**config.mk**
```make
export PLATFORM = sky130hd
export DESIGN_NAME = alu_rs_unit
export DESIGN_NICKNAME = d
export VERILOG_FILES = /design/src/verilog/lc3b_types.sv /design/src/verilog/rs_alloc.sv /design/src/verilog/alu_res_station.sv /design/src/verilog/rs_select.sv /design/src/verilog/alu_exec.sv /design/src/verilog/alu_rs_unit.sv
export VERILOG_INCLUDE_DIRS = /design/src /design/src/include
export SDC_FILE = /design/constraint.sdc
export NUM_CORES = 1
export LEC_CHECK = 0
export ABC_CLOCK_PERIOD_IN_PS = 8740
export BUFFER_PORTS_ARGS = -buffer_cell sky130_fd_sc_hd__buf_4
export CAP_MARGIN = 30
export CORE_MARGIN = 1
export CORE_UTILIZATION = 55
export DETAILED_ROUTE_END_ITERATION = 6
export PLACE_DENSITY = 0.74
export SLEW_MARGIN = 20
export SYNTH_ARGS = -nofsm -noshare
export SYNTH_HDL_FRONTEND = slang
export SYNTH_SLANG_ARGS = --single-unit
export TNS_END_PERCENT = 1
```
**constraint.sdc**
```tcl
create_clock -name clk -period 8.74 [get_ports clk]
set_input_delay 0.874 -clock clk [delete_from_list [all_inputs] [get_ports clk]]
set_output_delay 0.874 -clock clk [all_outputs]
set_load 0.01 [all_outputs]
```
**src/include/rs_params.svh**
```systemverilog
`ifndef RS_PARAMS_SVH
`define RS_PARAMS_SVH

//////////////////////////////////////////////////
// reservation-station sizing
//////////////////////////////////////////////////

// data word of the lc-3b core.
`define WORD_WIDTH 16

// producer tag, 0 marks a value that is present.
`define TAG_WIDTH 3

// ALU stations own tags 1..RS_COUNT, keep below 2**TAG_WIDTH.
`define RS_COUNT 3

`endif

```
**src/verilog/lc3b_types.sv**
```systemverilog
`include "rs_params.svh"

package lc3b_types;

	typedef logic [`WORD_WIDTH-1:0] lc3b_word;
	typedef logic [`TAG_WIDTH-1:0] lc3b_tag;
	typedef logic [$clog2(`RS_COUNT)-1:0] rs_index;

	typedef enum logic [1:0] {
		op_add,
		op_and,
		op_not
	} lc3b_aluop;

	typedef enum logic [1:0] {
		st_free,
		st_wait,
		st_ready,
		st_issued
	} rs_state;

	// one issued ALU instruction, vk unused for not.
	typedef struct packed {
		lc3b_aluop op;
		lc3b_word vj;
		lc3b_tag qj;
		lc3b_word vk;
		lc3b_tag qk;
	} issue_pkt;

	typedef struct packed {
		logic valid;
		lc3b_tag tag;
		lc3b_word data;
	} cdb_pkt;

	typedef struct packed {
		lc3b_aluop op;
		lc3b_word vj;
		lc3b_word vk;
		lc3b_tag tag; // station that owns the result.
	} dispatch_pkt;

endpackage : lc3b_types

```
**src/verilog/rs_alloc.sv**
```systemverilog
`include "rs_params.svh"

module rs_alloc (
	input logic clk,
	input logic rst_n,
	input logic issue_valid,
	input logic [`RS_COUNT-1:0] station_free,
	output logic issue_ready,
	output logic [`RS_COUNT-1:0] load_en
);

	logic [`RS_COUNT-1:0] pick;

	//////////////////////////////////////////////////
	// station choice
	//////////////////////////////////////////////////

	assign issue_ready = |station_free; // any free station takes the issue.

	// isolate the lowest set bit.
	assign pick = station_free & (~station_free + 1'b1);

	assign load_en = issue_valid ? pick : '0; // only on a handshake.

endmodule : rs_alloc

```
**src/verilog/alu_res_station.sv**
```systemverilog
`include "rs_params.svh"

module alu_res_station #(
	parameter int STATION_TAG = 1
) (
	input logic clk,
	input logic rst_n,
	input logic flush,
	input logic load,
	input lc3b_types::issue_pkt issue,
	input lc3b_types::cdb_pkt snoop_a,
	input lc3b_types::cdb_pkt snoop_b,
	input logic dispatched,
	output logic free,
	output logic ready,
	output lc3b_types::dispatch_pkt disp
);

	import lc3b_types::*;

	// q == 0 means v holds the operand value.
	typedef struct packed {
		lc3b_tag q;
		lc3b_word v;
	} opnd_slot;

	localparam lc3b_tag own_tag = lc3b_tag'(STATION_TAG);

	rs_state state;
	lc3b_aluop op;
	opnd_slot opr_j;
	opnd_slot opr_k;
	opnd_slot load_j; // issue operands after snooping.
	opnd_slot load_k;
	opnd_slot held_j; // stored operands after snooping.
	opnd_slot held_k;

	// replace a waiting tag by the data of a matching broadcast.
	function automatic opnd_slot snoop_fill(input lc3b_tag q, input lc3b_word v,
			input cdb_pkt a, input cdb_pkt b);
		opnd_slot r;
		r.q = q;
		r.v = v;
		if (q != '0 && a.valid && a.tag == q)
		begin
			r.q = '0;
			r.v = a.data;
		end
		else if (q != '0 && b.valid && b.tag == q)
		begin
			r.q = '0;
			r.v = b.data;
		end
		return r;
	endfunction

	assign load_j = snoop_fill(issue.qj, issue.vj, snoop_a, snoop_b);
	assign load_k = snoop_fill((issue.op == op_not) ? lc3b_tag'(0) : issue.qk, issue.vk,
			snoop_a, snoop_b); // not has no second source.
	assign held_j = snoop_fill(opr_j.q, opr_j.v, snoop_a, snoop_b);
	assign held_k = snoop_fill(opr_k.q, opr_k.v, snoop_a, snoop_b);

	//////////////////////////////////////////////////
	// station FSM
	//////////////////////////////////////////////////

	always_ff @(posedge clk)
	begin
		if (!rst_n || flush)
		begin
			state <= st_free;
		end
		else
		begin
			case (state)
				st_free: if (load)
					state <= (load_j.q == '0 && load_k.q == '0) ? st_ready : st_wait;
				st_wait: if (held_j.q == '0 && held_k.q == '0)
					state <= st_ready;
				st_ready: if (dispatched)
					state <= st_issued;
				st_issued: if (snoop_b.valid && snoop_b.tag == own_tag)
					state <= st_free; // own result accepted.
				default: state <= st_free;
			endcase
		end
	end

	// opcode and operands.
	always_ff @(posedge clk)
	begin
		if (load)
		begin
			op <= issue.op;
			opr_j <= load_j;
			opr_k <= load_k;
		end
		else if (state == st_wait)
		begin
			opr_j <= held_j;
			opr_k <= held_k;
		end
	end

	assign free = (state == st_free);
	assign ready = (state == st_ready);
	assign disp = '{op: op, vj: opr_j.v, vk: opr_k.v, tag: own_tag};

endmodule : alu_res_station

```
**src/verilog/rs_select.sv**
```systemverilog
`include "rs_params.svh"

module rs_select (
	input logic clk,
	input logic rst_n,
	input logic flush,
	input logic [`RS_COUNT-1:0] ready,
	input lc3b_types::dispatch_pkt disp_in [`RS_COUNT],
	input logic disp_ready,
	output logic disp_valid,
	output lc3b_types::dispatch_pkt disp_out,
	output logic [`RS_COUNT-1:0] dispatched
);

	import lc3b_types::*;

	rs_index ptr; // first station to look at.
	rs_index sel;
	logic found;

	//////////////////////////////////////////////////
	// round-robin search from ptr
	//////////////////////////////////////////////////

	always_comb
	begin
		int j;
		found = 1'b0;
		sel = ptr;
		for (int i = 0; i < `RS_COUNT; i++)
		begin
			j = int'(ptr) + i;
			if (j >= `RS_COUNT)
				j = j - `RS_COUNT; // wrap around.
			if (!found && ready[j])
			begin
				found = 1'b1;
				sel = rs_index'(j);
			end
		end
	end

	assign disp_valid = found;
	assign disp_out = disp_in[sel];

	always_comb
	begin
		dispatched = '0;
		if (found && disp_ready)
			dispatched[sel] = 1'b1; // the ALU takes it this edge.
	end

	// move past the granted station so none starves.
	always_ff @(posedge clk)
	begin
		if (!rst_n || flush)
		begin
			ptr <= '0;
		end
		else if (found && disp_ready)
		begin
			ptr <= (sel == rs_index'(`RS_COUNT - 1)) ? rs_index'(0) : sel + 1'b1;
		end
	end

endmodule : rs_select

```
**src/verilog/alu_exec.sv**
```systemverilog
`include "rs_params.svh"

module alu_exec (
	input logic clk,
	input logic rst_n,
	input logic flush,
	input logic disp_valid,
	input lc3b_types::dispatch_pkt disp_in,
	input logic cdb_ready,
	output logic disp_ready,
	output lc3b_types::cdb_pkt cdb_out
);

	import lc3b_types::*;

	lc3b_word alu_result;
	logic res_valid;
	lc3b_tag res_tag;
	lc3b_word res_data;

	always_comb
	begin
		case (disp_in.op)
			op_add: alu_result = disp_in.vj + disp_in.vk;
			op_and: alu_result = disp_in.vj & disp_in.vk;
			op_not: alu_result = ~disp_in.vj;
			default: alu_result = disp_in.vj;
		endcase
	end

	// take a new op when empty or draining.
	assign disp_ready = !res_valid || cdb_ready;

	//////////////////////////////////////////////////
	// result register
	//////////////////////////////////////////////////

	always_ff @(posedge clk)
	begin
		if (!rst_n || flush)
			res_valid <= 1'b0;
		else if (disp_ready)
			res_valid <= disp_valid;
	end

	always_ff @(posedge clk)
	begin
		if (disp_ready && disp_valid)
		begin
			res_tag <= disp_in.tag;
			res_data <= alu_result;
		end
	end

	assign cdb_out = '{valid: res_valid, tag: res_tag, data: res_data}; // held until taken.

endmodule : alu_exec

```
**src/verilog/alu_rs_unit.sv**
```systemverilog
`include "rs_params.svh"

module alu_rs_unit (
	input logic clk,
	input logic rst_n,
	input logic flush,
	input logic issue_valid,
	input lc3b_types::issue_pkt issue,
	output logic issue_ready,
	input lc3b_types::cdb_pkt cdb_in,
	input logic cdb_out_ready,
	output lc3b_types::cdb_pkt cdb_out
);

	import lc3b_types::*;

	cdb_pkt snoop_a;
	cdb_pkt snoop_b; // own broadcast, only when accepted.
	logic [`RS_COUNT-1:0] station_free;
	logic [`RS_COUNT-1:0] station_ready;
	logic [`RS_COUNT-1:0] load_en;
	logic [`RS_COUNT-1:0] dispatched;
	dispatch_pkt disp_bus [`RS_COUNT];
	logic disp_valid;
	logic disp_ready;
	dispatch_pkt alu_op;

	assign snoop_a = cdb_in;
	assign snoop_b = '{valid: cdb_out.valid & cdb_out_ready, tag: cdb_out.tag,
			data: cdb_out.data};

	rs_alloc i_rs_alloc (
		.clk(clk),
		.rst_n(rst_n),
		.issue_valid(issue_valid),
		.station_free(station_free),
		.issue_ready(issue_ready),
		.load_en(load_en)
	);

	//////////////////////////////////////////////////
	// station array, tags 1..RS_COUNT
	//////////////////////////////////////////////////

	for (genvar g = 0; g < `RS_COUNT; g++)
	begin : g_station
		alu_res_station #(.STATION_TAG(g + 1)) i_station (
			.clk(clk),
			.rst_n(rst_n),
			.flush(flush),
			.load(load_en[g]),
			.issue(issue),
			.snoop_a(snoop_a),
			.snoop_b(snoop_b),
			.dispatched(dispatched[g]),
			.free(station_free[g]),
			.ready(station_ready[g]),
			.disp(disp_bus[g])
		);
	end

	rs_select i_rs_select (
		.clk(clk),
		.rst_n(rst_n),
		.flush(flush),
		.ready(station_ready),
		.disp_in(disp_bus),
		.disp_ready(disp_ready),
		.disp_valid(disp_valid),
		.disp_out(alu_op),
		.dispatched(dispatched)
	);

	alu_exec i_alu_exec (
		.clk(clk),
		.rst_n(rst_n),
		.flush(flush),
		.disp_valid(disp_valid),
		.disp_in(alu_op),
		.cdb_ready(cdb_out_ready),
		.disp_ready(disp_ready),
		.cdb_out(cdb_out)
	);

endmodule : alu_rs_unit

```
**Word-level counts from Yosys, hierarchy flattened**

Cells that the tools add are included.

- Word-level logic and storage cells: 249
- Bits in registers: 148
- Output and inout port bits: 21
- Input bits: 65

- Bitwise gates (word level): 6
- Equal/unequal tests: 44
- Reduce and logical (&&, ||, !) cells: 88
- Order comparisons: 9
- Multiplexer cells: 72
- Add/sub/neg operators: 8

Operators by type and width:

| kind | number |
|---|---|
| two-way mux 19 bit | 28 |
| less-than comparator 32 x 4 -> 1 bit (second input constant) | 3 |
| two-way mux 32 bit | 3 |
| binary-select mux 37 bit (select 2 bit) | 1 |
| two-way mux 37 bit | 2 |
| greater-or-equal comparator 32 x 3 -> 1 bit (second input constant) | 2 |
| subtractor 32 x 3 -> 32 bit (second input constant) | 2 |
| == test 3 bit | 16 |
| one-hot mux 16 bit (3 select lines) | 1 |
| logical AND 1 bit | 43 |
| nonzero test 3 bit | 14 |
| two-way mux 2 bit | 17 |
| zero test 3 bit | 8 |
| one-hot mux 2 bit (4 select lines) | 3 |
| == test 2 bit (second input constant) | 9 |
| adder 16 bit | 1 |
| bitwise AND 16 bit | 1 |
| NOT 16 bit | 1 |
| != test 2 x 1 -> 1 bit (second input constant) | 6 |
| != test 2 bit (second input constant) | 6 |
| AND reduction 2 bit | 6 |
| AND reduction 4 bit | 3 |
| two-way mux 1 bit | 10 |
| two-way mux 3 bit | 3 |
| other kinds (23) | 38 |

**Longest topological paths before layout**

- Depth in word-level cells: 19
- Mapped depth: 27
- Gate-level depth less buffers: 23

**Cells and area by module**

From an unflattened synthesis, not the netlist that was laid out.

- Cell total of the unflattened synthesis: 1442
- Area, all modules: 13977.2 µm²

Modules (own cells, without submodules):

| module | seq. area each (µm²) | instances | cells each | area an instance (µm²) |
|---|---|---|---|---|
| alu_res_station (g_station[2].i_station) | 1241.2 | 1 | 362 | 3658.5 |
| alu_res_station (g_station[0].i_station) | 1241.2 | 1 | 363 | 3657.3 |
| alu_res_station (g_station[1].i_station) | 1241.2 | 1 | 362 | 3649.8 |
| alu_exec | 590.6 | 1 | 198 | 1811.7 |
| rs_select | 40.0 | 1 | 152 | 1157.4 |
| rs_alloc | 0.0 | 1 | 4 | 36.3 |
| alu_rs_unit | 0.0 | 1 | 1 | 6.3 |

**Least setup slack after synthesis**

No wires, ideal clock.

- Kind: reg-to-reg
- From: reg i_rs_select.ptr[0]
- To: reg i_alu_exec.res_data[12], data pin
- Slack: 4.056 ns
- Buffers on the path: 3
- Required time: 8.573 ns
- Data arrival time: 4.517 ns
- Stages on the path, launching flop included: 27
- Period minus slack after synthesis: 4.684 ns
- Library setup time: 0.167 ns
- Cells stage by stage: dfxtp_1 > inv_1 > ha_1 > a22o_1 > a211o_1 > a221oi_2 > nor2_4 > inv_4 > and2_4 > buf_6 > buf_2 > buf_1 > nand2_1 > o21ai_0 > ha_1 > inv_1 > fa_1 > nor2b_1 > o21ai_0 > a21oi_1 > o21ai_0 > nand2b_1 > nand2b_1 > o21ai_2 > a31oi_1 > xor2_1 > a211oi_1

- Longest elaborated chain between the ends: 18
- Elaborated cells on any way between the ends: 40
- Those cells by class: 6 x add/sub; 3 x order compare; 2 x eq/ne; 21 x mux; 3 x bitwise; 5 x reduce/logical

Ends and longest elaborated chain:

| item | RTL line | source |
|---|---|---|
| start: declaration | rs_select.sv:17 | `rs_index ptr;` |
| start signal: assignment | rs_select.sv:62 | `` ptr <= (sel == rs_index'(`RS_COUNT - 1)) ? rs_index'(0) : sel + 1'b1; `` |
| branches (longest 11 deep; another with subtractor 32 x 3 -> 32 bit) | n/a |  |
| two-way mux 2 bit (*) | rs_select.sv:35 | `if (!found && ready[j])` |
| NOT 2 -> 3 bit (implied by the code) (*) | rs_select.sv:44 | `assign disp_out = disp_in[sel];` |
| binary-select mux 37 bit (select 2 bit) (*) | rs_select.sv:44 |  |
| two-way mux 37 bit (implied by the code) (*) (2 in series) | rs_select.sv:44 |  |
| adder 16 bit, or another cell as far along | alu_exec.sv:24 | `op_add: alu_result = disp_in.vj + disp_in.vk;` |
| one-hot mux 16 bit (3 select lines) (*) | alu_exec.sv:23 | `case (disp_in.op)` |
| via i_alu_exec.alu_result[12] | alu_exec.sv:16 | `lc3b_word alu_result;` |
| end signal: assignment | alu_exec.sv:51 | `res_data <= alu_result;` |
| end: declaration | alu_exec.sv:19 | `lc3b_word res_data;` |

Mark *: on every way through the listed nets, which the timed path passes. The select of a mux whose other input is x is not followed.
A chain may end at the register's enable or synchronous reset.

**Worst setup path in the final report**

- From: reg i_rs_select.ptr[0]
- To: reg i_alu_exec.res_data[14], data pin

Same word-level chain as after synthesis.

==> results.cfg <==
[place]
place_area_um2 = 11400
gp_congestion = 0.9183
detailed_place_hpwl_mm = 21.62
dpl_worst_slack_ns = 3.133
io_buffers = 84

[synth]
synthFlopType = edfxtp_1
synthSimpleGateAreaFrac_pct = 18.25
synth.most_common_cell = nor2_1
ys.warnings.count = 0
synth_fa_ha_area_share_pct = 4.130
synth-compound-area-share_pct = 21.16
synth_commonest_cells = nor2_1 (195), edfxtp_1 (138), nand2_1 (109)
synth-seq-area-share_pct = 40.32
synthTopCellsByArea = edfxtp_1 (39%), nor2_1 (6.8%), mux2i_1 (6.3%)
yosysUniqueCellTypes = 69
synth_xor_area_share_pct = 3.430
synth.mux.area_fraction_pct = 6.347
synthCells = 1232
synth-edff-count = 138
synth_top_family_by_area = compound AO/OA/AOI/OAI gates
avgSynthCellArea_um2 = 8.705
synth_area_leader_cell = edfxtp_1
async_reset_ff_share_pct = 0
synth.net_count = 1331
syn_area_um2 = 10720
synth.top_cell.area_share_pct = 38.64
ys_seq_elements = 147

[power]
p_leak_nw = 4.657
power_density_nw_per_um2 = 226.1
intPower_mw = 1.752
peakVddDrop_mv = 0.1549
clockPowerShare_pct = 29.3
switching_share_pct = 35.53
p_switching_uw = 965.6
seq_power_share_pct = 35.2
pwr-share-comb_pct = 35.5

[grt]
globalRouteMet3Util_pct = 5.197
met2_usage_pct = 48.38
grt_max_degree = 80
grt_first_pass_wirelength_mm = 49.25
grt_pass1_vias = 8710
met1_usage_pct = 48.19
antenna_found_initial = 0
top_usage_layer = met2
overflow = 0
track_usage_pct = 32.67

[cts]
cts_tree = done
cts_num_sinks = 147
clk_pin_slew_ns = 0.06
post-cts-setup-buffer-count = 0
clock_path_buffers = 2
insertion_delay_ns = 0.43
cts-buffers-inserted = 17
clk_root_buffer_cell = clkbuf_16
htreeDepth = 4
post_cts_resized = 0
holdBufCountCts = 0

[final_layout]
drive_above_1_share_pct = 12.92
final_cell_area_um2 = 12020
diodes = 0
area_delta_synth_final_pct = 12.10
seq_area_um2 = 4324
multi_input_area_um2 = 5784
layout.nets = 1341
fillCellCount = 1571
post-route-util_pct = 63.63

[floorplan]
num_io_pins = 86
rows = 50
die_area_um2 = 20060
chipWidth_um = 141.6
dieHeight_um = 141.6
core_area_um2 = 18890
start_util_pct = 56.76

[timing]
final-setup-viol-count = 0
fin_tns_setup_ns = 0
slew_viol_final = 0
period_minus_slack_ns = 5.626
hold_viol = 0
clock_skew_ns = 0.006936
tightest_slew_ns = 0.9752
hold_ws_ns = 0.5185
relSlewSlack_pct = 34.80
rsz0062_at_grt = no
layout_setup_ws_ns = 3.114
fmax_mhz = 177.7
fin_crit_sh_pct = 64.37

[worst_setup_path]
crit_fanout = 36
cp-end-kind = flop
criticalPathCategory = flop to flop
critPathRequiredTime_ns = 9.00
arrival_ns = 5.88
startpoint_type = flop

[detailed_routing]
vias_per_cell = 6.456
drtAntennaViolNets = 0
vias = 9775
first_pass_iters = 6
drt-total-wl_mm = 32.22
drtIter0Drc = 1201
wl_per_cell_um = 21.28
drc = 0

[run_status]
outcome = finished clean

[hold_path]
hp-class = flop to flop

[job]
cap_violations = 0
==> per-stage QoR <==
step	power (mW)	instances
finish	2.718	1514
global route	2.840	1514
CTS	2.695	1514
global placement	1.888	1481
floorplan	1.648	1232
detailed placement	1.906	1483
==> worst paths after layout <==
| path | cells after the start | end | startpoint | slack [ns] |
|---|---|---|---|---|
| hold / removal | 2 | i_rs_select.ptr[0] | i_rs_select.ptr[0] | 0.52 |
| hold reg to reg | 2 | i_rs_select.ptr[0] | i_rs_select.ptr[0] | 0.52 |
| setup reg to reg | 24 | i_alu_exec.res_data[14] | i_rs_select.ptr[0] | 3.11 |
| setup / recovery | 24 | i_alu_exec.res_data[14] | i_rs_select.ptr[0] | 3.11 |
==> registers in the layout, summed over array words and instances, names as in the netlist, 2 cells and up <==
register	cells
g_station.i_station.op	6
i_alu_exec.res_tag	2
i_alu_exec.res_data	16
g_station.i_station.state	6
i_rs_select.ptr	2
g_station.i_station.opr_j	9
g_station.i_station.disp	96
g_station.i_station.opr_k	9
==> cell usage in the layout, fill, tap and decap left out, types with 3 or more instances in the layout <==
master     count
a211o_1        3
a211oi_1       7
a21o_1        12
a21oi_1       64
a221oi_1      51
a22oi_1       35
a31oi_1       30
and3_1         4
buf_4        110
bufinv_16      5
clkbuf_16     17
clkinv_1       4
clkinv_2       3
dfxtp_1        9
edfxtp_1     138
ha_1          33
inv_1         26
mux2i_1       68
nand2_1      108
nand2b_1      18
nand3_1       44
nand4_1        3
nor2_1       194
nor2b_1        9
nor3_1        10
nor3b_1       11
nor4_2         5
o211ai_1       8
o21ai_0      100
o21ai_1       11
o21bai_1       3
o22ai_1        5
o31ai_1        4
or2_2          3
or3_1         12
xnor2_1       21
xor2_1        21
==> layer usage <==
metal,wire length (um),share of wire [%]
met5,0,0
met4,767,2.4
met3,3864,12
met2,13880,43
met1,13700,43
==> cells by family (layout without fill, tap and decap cells) <==
logic type	Yosys count	count (layout)
compound gates	352	352
mux	68	68
xor+xnor	42	42
buf+inv	150	172
fa+ha+maj	35	35
flops	147	147
simple gates	437	437
other cells	1	1
==> cell type report <==
class                   instances  area share (%)
repair buffers                112           7.119
inverters                      29          0.9263
clock buffers                  19           3.601
well taps                     260           2.706
flip-flops and latches        147           35.97
clock inverters                12           1.561
multi-input cells             935           48.12
==> worst max-delay path, stage by stage, from the launching register on <==
cell and delay, ns:
dfxtp_1 0.38, inv_1 0.06, ha_1 0.44, a22o_1 0.26, a211o_1 0.29, a221oi_2 0.39, nor2_4 0.06, buf_4 0.28
inv_4 0.31, and2_4 0.50, nand2_1 0.12, o21ai_0 0.14, ha_1 0.22, inv_1 0.07, fa_1 0.38, nor2b_1 0.15
o21ai_0 0.11, a21oi_1 0.20, o21ai_0 0.09, nand2b_1 0.13, nand2b_1 0.09, o21ai_2 0.20, a31oi_1 0.13, xor2_1 0.16
a211oi_1 0.26
==> power by group through the flow <==
stage	clock (mW)	sequential, mW	combinational (mW)
2_1_floorplan	0	0.917	0.730
3_3_place_gp	0	0.964	0.924
3_5_place_dp	0	0.966	0.940
4_1_cts	0.795	0.952	0.949
5_1_grt	0.821	0.961	1.06
6_report	0.796	0.956	0.965
No activity file was read; power rests on OpenSTA's default activity.
